## src/input_router_pkg.sv

```systemverilog
package input_router_pkg;

    // Router sizes
    localparam int ROW_COUNT = 4;
    localparam int ADDR_WIDTH = 8;
    localparam int DATA_WIDTH = 16;
    localparam int ROW_ID_WIDTH = $clog2(ROW_COUNT);
    localparam int ADDR_DEPTH = 2;

    // Queue pointer and fill count widths inside a row router
    localparam int QUEUE_PTR_WIDTH = (ADDR_DEPTH > 1) ? $clog2(ADDR_DEPTH) : 1;
    localparam int QUEUE_CNT_WIDTH = $clog2(ADDR_DEPTH + 1);

    typedef struct packed {
        logic [ADDR_WIDTH-1:0] x;
        logic [ADDR_WIDTH-1:0] y;
    } coord_t;

    typedef struct packed {
        logic [ADDR_WIDTH-1:0] start_addr;
        logic [ADDR_WIDTH-1:0] o_size;
        logic [ADDR_WIDTH-1:0] stride;
    } router_cfg_t;

    // Pending request held in a row router address queue
    typedef struct packed {
        coord_t                coord;
        logic [ADDR_WIDTH-1:0] addr;
    } addr_req_t;

    typedef struct packed {
        logic                  valid;
        logic [ADDR_WIDTH-1:0] addr;
        logic [DATA_WIDTH-1:0] data;
    } tile_word_t;

    typedef struct packed {
        logic                  en;
        logic [ADDR_WIDTH-1:0] addr;
        logic [DATA_WIDTH-1:0] data;
    } mem_write_t;

    typedef struct packed {
        logic                    valid;
        logic [ROW_ID_WIDTH-1:0] row_id;
        coord_t                  coord;
        logic [DATA_WIDTH-1:0]   data;
    } out_word_t;

endpackage
```

## src/row_data_collector.sv

```systemverilog
`timescale 1ns/1ns

module row_data_collector (
    input  logic                                       i_clk,
    input  logic                                       i_nrst,
    input  logic                                       i_pop_en,
    input  logic [input_router_pkg::ROW_COUNT-1:0]     i_data_empty_vec,
    input  logic [input_router_pkg::ROW_COUNT-1:0]     i_addr_empty_vec,
    input  input_router_pkg::out_word_t                i_row_data [input_router_pkg::ROW_COUNT],
    output logic [input_router_pkg::ROW_COUNT-1:0]     o_pop,
    output logic                                       o_addr_empty,
    output logic                                       o_data_empty,
    output input_router_pkg::out_word_t                o_out
);

    logic [input_router_pkg::ROW_ID_WIDTH-1:0] sel;
    logic                                      take;
    logic                                      out_valid;
    logic [input_router_pkg::ROW_ID_WIDTH-1:0] out_row;
    input_router_pkg::coord_t                  out_coord;
    logic [input_router_pkg::DATA_WIDTH-1:0]   out_data;

    assign o_addr_empty = &i_addr_empty_vec;
    assign o_data_empty = &i_data_empty_vec;
    assign take = i_pop_en && !o_data_empty;

    // Lowest non-empty row wins
    always_comb begin
        sel = '0;
        for (int r = input_router_pkg::ROW_COUNT - 1; r >= 0; r--) begin
            if (!i_data_empty_vec[r]) begin
                sel = r[input_router_pkg::ROW_ID_WIDTH-1:0];
            end
        end
        o_pop = '0;
        o_pop[sel] = take;
    end

    always_ff @(posedge i_clk or negedge i_nrst) begin
        if (!i_nrst) begin
            out_valid <= 1'b0;
        end else begin
            out_valid <= take;
        end
    end

    always_ff @(posedge i_clk) begin
        if (take) begin
            out_row <= sel;
            out_coord <= i_row_data[sel].coord;
            out_data <= i_row_data[sel].data;
        end
    end

    assign o_out = '{valid: out_valid, row_id: out_row, coord: out_coord, data: out_data};

endmodule

```

## config.mk

```make
export PLATFORM = sky130hd
export DESIGN_NAME = row_data_collector
export DESIGN_NICKNAME = d
export VERILOG_FILES = /design/src/input_router_pkg.sv /design/src/row_data_collector.sv
export SDC_FILE = /design/constraint.sdc
export NUM_CORES = 1
export LEC_CHECK = 0
export BUFFER_PORTS_ARGS = -buffer_cell sky130_fd_sc_hd__buf_2
export CELL_PAD_IN_SITES_DETAIL_PLACEMENT = 1
export CELL_PAD_IN_SITES_GLOBAL_PLACEMENT = 1
export CORE_MARGIN = 1.5
export CORE_UTILIZATION = 29
export CTS_CLUSTER_DIAMETER = 40
export CTS_CLUSTER_SIZE = 14
export DETAILED_ROUTE_END_ITERATION = 6
export GPL_ROUTABILITY_DRIVEN = 1
export GPL_TIMING_DRIVEN = 0
export PLACE_DENSITY = 0.89
export SETUP_SLACK_MARGIN = 0.4
export SLEW_MARGIN = 0
export SYNTH_ARGS = -nofsm -noshare
export SYNTH_HDL_FRONTEND = slang
export SYNTH_SLANG_ARGS = --single-unit
```

## constraint.sdc

```tcl
create_clock -name i_clk -period 1.8 [get_ports i_clk]
set_input_delay 0.27 -clock i_clk [delete_from_list [all_inputs] [get_ports i_clk]]
set_output_delay 0.27 -clock i_clk [all_outputs]
set_load 0.02 [all_outputs]
```

==> results of run 1 <==
## Yosys cell counts, drive strengths merged
library cell | number | area, µm²
inv | 1 | 3.75
nand2 | 3 | 11.3
buf | 14 | 87.6
a31o | 1 | 8.76
edfxtp | 34 | 1020
nand2b | 34 | 213
clkbuf | 11 | 42.5
nand3 | 3 | 15.0
a21o | 31 | 233
nand3b | 32 | 240
a31oi | 32 | 200
o21ai | 32 | 160
a21oi | 1 | 5.00
and4 | 1 | 8.76
nor2 | 6 | 22.5
a21boi | 1 | 7.51
dfrtp | 1 | 25.0
## state kept, by name, indices dropped and copies added (netlist names)
register / count
o_out: 16
out_data: 16
out_row: 2
out_valid: 1
## critical path, stage by stage
cell      delay [ns]
buf_2           0.15
clkbuf_4        0.24
nand2_4         0.08
nor2_4          0.13
buf_2           0.19
## report_power, final
group / leakage [nW] / switching (mW) / internal, mW
Combinational: 1.34 / 0.388 / 0.325
Clock: 0.0422 / 0.292 / 0.272
Sequential: 0.341 / 0.0226 / 0.999
Total: 1.72 / 0.703 / 1.60
## per-layer routing
metal	up-vias	wire length [µm]	track usage
li1	1278	-	-
met1	1296	3510	0.236
met2	130	4760	0.406
met3	16	631	0.0439
met4	0	216	0.0808
met5	-	0	0
## cells by family after synthesis
group | Yosys count
and+or+nand+nor | 79
AOI/OAI and AO/OA | 98
DFF | 35
buffers and inverters | 26
## metrics by stage
step | hold slack (ns) | instance area [µm²] | worst slack, ns
floorplan | -0.0256 | 2360 | 0.191
global placement | 0.0459 | 3380 | -0.373
detailed placement | 0.0478 | 3380 | -0.373
CTS | 0.245 | 3570 | 0.418
global route | 0.246 | 3600 | 0.432
finish | 0.245 | 3600 | 0.472
## final timing paths
| kind | startpoint | end | slack, ns | cells after the start |
|---|---|---|---|---|
| min in group asynchronous | i_nrst | out_valid | 0.28 | 2 |
| worst max-delay path | i_data_empty_vec[1] | o_data_empty | 0.47 | 5 |
| max in group asynchronous | i_nrst | out_valid | 1.44 | 2 |
| worst min-delay path | i_row_data[118] | out_data[13] | 0.25 | 2 |
## cells in the final DEF (no fill, tap or decap)
cell type | Yosys | routed
buf_2 | 10 | 182
nand2b_1 | 34 | 34
edfxtp_1 | 34 | 34
nand3b_1 | 32 | 32
o21ai_0 | 32 | 32
a31oi_1 | 32 | 32
a21o_1 | 31 | 31
clkbuf_1 | 10 | 10
buf_4 | 2 | 7
clkbuf_8 | 0 | 6
buf_6 | 2 | 5
nor2_1 | 6 | 4
nand3_1 | 3 | 3
nor2_4 | 0 | 3
buf_12 | 0 | 3
clkbuf_4 | 0 | 1
clkbuf_16 | 0 | 1
buf_8 | 0 | 1
nand2_4 | 0 | 1
a21oi_1 | 1 | 1
nand2_2 | 0 | 1
a31o_1 | 1 | 1
nand2_1 | 3 | 1
a21boi_0 | 1 | 1
inv_1 | 1 | 1
and4_1 | 1 | 1
clkinv_2 | 0 | 1
dlygate4sd3_1 | 0 | 1
dfrtp_1 | 1 | 1
## cell type report
cell class              instances  share of cell area
repair buffers                185               0.274
multi-input cells             178               0.322
clock inverters                 1             0.00139
inverters                       1             0.00104
well taps                     102              0.0354
flip-flops and latches         35               0.290
plain buffers                  25              0.0535
clock buffers                   7              0.0212
## what timing repair did
action | in CTS | in global routing
hold buffers | 1 | 0
setup endpoints to repair | 38 | 28
gates resized for setup | 11 | 5
gates cloned | 1 | 0
setup buffers | 4 | 2
pin swaps | 3 | 0
hold endpoints to repair | 1 | 0
==> impl_metrics.toml, run 1 <==
[cells_and_area]
layout.area.seq_um2 = 1050
finalNonFillerCells = 534
syn2layout_area_growth_pct = 56.2
fin_util = 0.466
multi_input_area_um2 = 1160
antennaDiodeCount = 0
nets = 582
drive_gt1_frac = 0.491
fillers = 957

[floorplan]
rows = 32
io_pins = 192
start_util = 0.298
die_y_um = 92.1
core_um2 = 7730
die-area_um2 = 8490
fp.dieW_um = 92.1

[yosys]
ys_warn_count = 0
yosys.area_share.simple = 0.221
synth_top_family_by_area = "compound AO/OA/AOI/OAI gates"
yosysUniqueCellTypes = 20
postSynthAreaPerCell_um2 = 9.68
synth-seq-area-share = 0.454
synth_seq_cells = 35
synth_adder_area_share = 0
syn-num-nets = 389
synth_mux_area_frac = 0
synthCells = 238
synth-compound-area-share = 0.267
synth_xor_area_frac = 0
synth_area_um2 = 2300

[global_routing]
antenna_found_initial = 0
grt_pass1_vias = 2909
grt_max_degree = 19
overflow = 0
grt.total_usage = 0.216
grt_pass1_wl_mm = 14.2

[clock_tree]
htree_levels = 2
clock_sinks = 35
cts_inserted_buffers = 5
cts-root-buf = "clkbuf_8"
cts_tree = "yes"
clk_path_buf_depth = 2
clkSlewWorstSetupHoldPaths_ns = 0.08

[timing]
min_period_ns = 1.33
worst_slew_pin_slew_ns = 0.577
relSlewSlack = 0.614
clock.fmax_mhz = 753
drv_slew = 0
hold_viol_final = 0
setup_violations = 0
setup-tns-final_ns = 0
rsz0062_at_grt = "no"
timing.final.crit_share = 0.738

[routing]
dr.pass1.iters = 4
drt_iter0_drc = 66
vias_per_cell = 5.09
ant_nets = 0
wl_mm = 9.12
drc_errors = 0
vias = 2720
wire_per_inst_um = 17.1

[power]
p_leak_nw = 1.72
irDropWorstVdd_uv = 270
power.density_nw_per_um2 = 638
power_mw = 2.30

[placed_design]
dp_cells = 518
port_buffers = 178
gp_congestion = 0.770
dp_hpwl_mm = 6.90

[worst_setup_path]
worst-path-max-fanout = 10
crit_type = "in -> out"
critPathRequiredTime_ns = 1.53
worst_setup_path_start_kind = "input pin"
endpoint_kind = "output port"
crit_arrival_ns = 1.06

[outcome]
status = "finished clean"

[min_path]
hold_class = "in -> reg"

[flow_run]
cap_viol_max_count = 0
Note: power is estimated with default switching activity, not from simulation.
==> inputs of run 2 (changes only) <==
Settings changed: CORE_UTILIZATION 29 to 26, PLACE_DENSITY 0.89 to 0.81.
Clock period 1.8 ns to 1.3 ns, I/O delays scaled along.
==> impl_metrics.toml, run 2 (same netlist as run 1, synthesis figures left out) <==
[clock_tree]
cts_tree = "yes"
clock_sinks = 35
cts-root-buf = "clkbuf_8"
htree_levels = 2
cts_inserted_buffers = 5
clk_path_buf_depth = 2
clkSlewWorstSetupHoldPaths_ns = 0.08

[timing]
hold_slack_ns = 0.170
clock.fmax_mhz = 915
relSlewSlack = 0.711
rsz0062_at_grt = "yes"
setup_violations = 0
timing.final.crit_share = 0.840
min_period_ns = 1.09
worst_slew_pin_slew_ns = 0.433
hold_viol_final = 0
drv_slew = 0

[power]
pwr-share-comb = 0.388
p_leak_nw = 2.20
power.density_nw_per_um2 = 793
pwr-share-seq = 0.388
p_clk_frac = 0.224
netSwitchingFraction = 0.312
p_int_mw = 2.55
irDropWorstVdd_uv = 344
p_switching_mw = 1.15

[floorplan]
die-area_um2 = 9440
io_pins = 192
die_y_um = 97.2
fp.dieW_um = 97.2
core_um2 = 8640
rows = 34
start_util = 0.267

[worst_setup_path]
worst_setup_path_start_kind = "flop"
endpoint_kind = "output port"
crit_type = "reg -> out"
critical_path.max_stage_delay_ns = 0.38
critPathRequiredTime_ns = 1.11
path_cells = "buf_6, buf_6"
cp_slowest_cell = "dfrtp_1"
crit_top_cell = "buf_6"
crit_arrival_ns = 0.90
worst-path-max-fanout = 1

[routing]
ant_nets = 0
wl_mm = 11.4
vias = 2920
dr.pass1.iters = 4
drt_iter0_drc = 136
drc_errors = 0
wire_per_inst_um = 19.6
vias_per_cell = 5.03

[placed_design]
gp_congestion = 0.818
dp_cells = 524
port_buffers = 178
dp_hpwl_mm = 7.01

[global_routing]
grt_pass1_vias = 3183
grt_pass1_wl_mm = 16.8
grt.total_usage = 0.224
grt_max_degree = 11
antenna_found_initial = 0
overflow = 0

[cells_and_area]
final_cell_mix = "147 x buf_2, 49 x buf_6, 34 x edfxtp_1"
final_common_cell = "buf_2"
nets = 623
finalNonFillerCells = 581
antennaDiodeCount = 0
drive_gt1_frac = 0.607
syn2layout_area_growth_pct = 102

[outcome]
status = "finished clean"

[min_path]
hold_class = "in -> reg"

[flow_run]
cap_viol_max_count = 0
-- run 2: final timing paths --
kind	startpoint	end	slack, ns	cells past startpoint
setup / recovery	out_valid	o_out[34]	0.21	2
hold / removal	i_row_data[119]	out_data[14]	0.17	2
max in group asynchronous	i_nrst	out_valid	1.01	2
min in group asynchronous	i_nrst	out_valid	0.20	2
-- run 2: timing repair --
action / in CTS / in global routing
gates cloned: 5 / 2
setup buffers: 28 / 13
hold buffers: 1 / 0
pin swaps: 37 / 32
endpoints found under the hold margin: 1 / 0
resized for setup: 96 / 84
setup endpoints to repair: 108 / 107
-- run 2: metrics by stage --
stage	TNS [ns]	area, µm²	setup WS, ns	power [mW]	utilization
2_1_floorplan	-7.77	2410	-0.227	1.96	-
6_report	0	4660	0.208	3.70	0.540
4_1_cts	0	4270	0.202	3.51	0.495
5_1_grt	0	4660	0.179	3.85	0.540
3_5_place_dp	-30.91	3440	-0.765	2.41	0.398
3_3_place_gp	-29.80	3440	-0.745	2.38	0.398
-- run 2: final cells by class --
cell class,instances,area [µm²]
timing repair buffer,226,1750
inverter,1,7.51
tap,108,135
sequential,35,1050
clock buffer,7,76.3
fill,1000,3970
clock inverter,1,5.00
multi-input combinational,178,1340
buffer,25,307
-- run 2: metal layers --
metal / GRT usage / part of all wire / vias to the layer above
met2: 0.419 / 0.53 / 145
li1: - / - / 1367
met1: 0.264 / 0.39 / 1391
met4: 0.0457 / 0.016 / 0
met5: 0 / 0 / -
met3: 0.0432 / 0.065 / 17
-- run 2: power groups by stage --
stage / sequential [mW] / clock (mW) / combinational [mW]
CTS: 1.42 / 0.831 / 1.26
detailed placement: 1.44 / 0 / 0.971
floorplan: 1.59 / 0 / 0.371
global route: 1.45 / 0.875 / 1.53
global placement: 1.43 / 0 / 0.950
finish: 1.44 / 0.827 / 1.44
-- run 2: worst max-delay path: cells and delay by family (launching register included) --
family / cells / cell delay [ns]
buffers and inverters: 2 / 0.23
DFF: 1 / 0.38
==> inputs of run 3 (changes only) <==
Clock period 1.3 ns to 1.1 ns, I/O delays scaled along.
==> impl_metrics.toml, run 3 (same netlist as run 1, synthesis figures left out) <==
[worst_setup_path]
cp_slowest_cell = "nor2_4"
crit_type = "in -> reg"
path_cells = "buf_12, buf_8, nand2_4, nor2_4, buf_6, nor2_4, buf_12, buf_16"
endpoint_kind = "flop"
critical_path.max_stage_delay_ns = 0.20
crit_arrival_ns = 1.12
critPathRequiredTime_ns = 1.11
worst_setup_path_start_kind = "input pin"
worst-path-max-fanout = 5
path_delay_family = "buffers and inverters"
critical_path_buf_inv_count = 5

[cells_and_area]
drive_gt1_frac = 0.653
nets = 631
antennaDiodeCount = 0
final_common_cell = "buf_2"
syn2layout_area_growth_pct = 122
fillers = 950
fin_area_um2 = 5110
final_cell_mix = "151 x buf_2, 40 x buf_6, 34 x edfxtp_1"

[power]
pwr-share-seq = 0.369
p_clk_frac = 0.215
netSwitchingFraction = 0.305
p_int_mw = 3.18
p_switching_mw = 1.39
pwr-share-comb = 0.415
power.density_nw_per_um2 = 895
p_leak_nw = 2.34
irDropWorstVdd_uv = 521

[routing]
wire_per_inst_um = 19.7
drt_iter0_drc = 57
drc_errors = 0
vias = 2981
wl_mm = 11.6
ant_nets = 0
dr.pass1.iters = 4
vias_per_cell = 5.06

[floorplan]
fp.dieW_um = 97.2
die-area_um2 = 9440
die_y_um = 97.2
rows = 34
core_um2 = 8640
start_util = 0.267
io_pins = 192

[clock_tree]
cts_tree = "yes"
clock_sinks = 35
clk_path_buf_depth = 2
cts-root-buf = "clkbuf_8"
cts_inserted_buffers = 5
clkSlewWorstSetupHoldPaths_ns = 0.07
htree_levels = 2

[placed_design]
port_buffers = 178
dp_hpwl_mm = 6.91
dp_slack_ns = -0.880
place_area_um2 = 3460
gp_congestion = 0.788

[timing]
rsz0062_at_grt = "yes"
min_period_ns = 1.11
timing.final.crit_share = 1.01
relSlewSlack = 0.688
hold_viol_final = 0
setup-tns-final_ns = -0.0740
fin_ws_ns = -0.0115
clock.fmax_mhz = 900
setup_violations = 9
drv_slew = 0
worst_slew_pin_slew_ns = 0.469

[min_path]
hold_class = "in -> reg"
whs_path_depth = 2
min_to = "o_out[29]"
hold_path.startpoint = "i_row_data[134]"

[global_routing]
antenna_found_initial = 0
overflow = 0
grt.total_usage = 0.235
grt_max_degree = 12
grt_pass1_vias = 3315
grt_pass1_wl_mm = 17.5

[flow_run]
cap_viol_max_count = 0

[outcome]
failed_checks = "setup timing"
status = "finished, violations left"
==> run 3: stage by stage <==
step / hold slack, ns / std cells / util / total power, mW
floorplan: -0.131 / 238 / - / 2.33
global route: 0.148 / 589 / 0.592 / 4.78
global placement: -0.0589 / 524 / 0.400 / 2.82
detailed placement: -0.0577 / 524 / 0.400 / 2.85
CTS: 0.140 / 578 / 0.547 / 4.39
finish: 0.155 / 589 / 0.592 / 4.57
==> run 3: timing repair <==
| action | CTS | global route |
|---|---|---|
| pin swaps | 49 | 34 |
| setup endpoints to repair | 109 | 109 |
| hold endpoints to repair | 1 | 0 |
| buffers inserted | 33 | 11 |
| hold buffers | 1 | 0 |
| resized for setup | 161 | 67 |
| cloned | 12 | 0 |
==> run 3: layout make-up <==
| class | instances | area (µm²) | share of cell area |
|---|---|---|---|
| Tap cell | 108 | 135 | 0.0265 |
| Inverter | 1 | 7.51 | 0.00147 |
| Multi-Input combinational cell | 178 | 1540 | 0.302 |
| Clock inverter | 1 | 5.00 | 0.000980 |
| Buffer | 25 | 353 | 0.0691 |
| Clock buffer | 7 | 86.3 | 0.0169 |
| Sequential cell | 35 | 1050 | 0.205 |
| Timing Repair Buffer | 234 | 1930 | 0.378 |
==> run 3: how the worst max path moves through the flow <==
stage	from	to	slack, ns	depth (start not counted)
3_5_place_dp	i_data_empty_vec[3]	out_data[14]	-0.88	5
6_report	i_data_empty_vec[2]	o_out[30]	-0.01	8
4_1_cts	out_valid	o_out[34]	0.04	2
5_1_grt	i_data_empty_vec[2]	o_out[18]	-0.008	8
3_3_place_gp	i_data_empty_vec[3]	o_out[30]	-0.84	5
2_1_floorplan	i_data_empty_vec[0]	o_out[16]	-0.40	5
==> run 3: per-layer routing <==
metal  part of all wire  global-route usage  routed length, µm
met5                  0                   0                  0
met4              0.025              0.0881                292
met3              0.066              0.0424                765
met2               0.53               0.431               6150
met1               0.38               0.270               4390
==> run 3: power by group through the flow <==
stage / clock (mW) / sequential, mW / combinational (mW)
global route: 1.07 / 1.70 / 2.00
detailed placement: 0 / 1.70 / 1.15
global placement: 0 / 1.69 / 1.13
finish: 0.984 / 1.69 / 1.90
CTS: 1.03 / 1.68 / 1.69
floorplan: 0 / 1.88 / 0.447
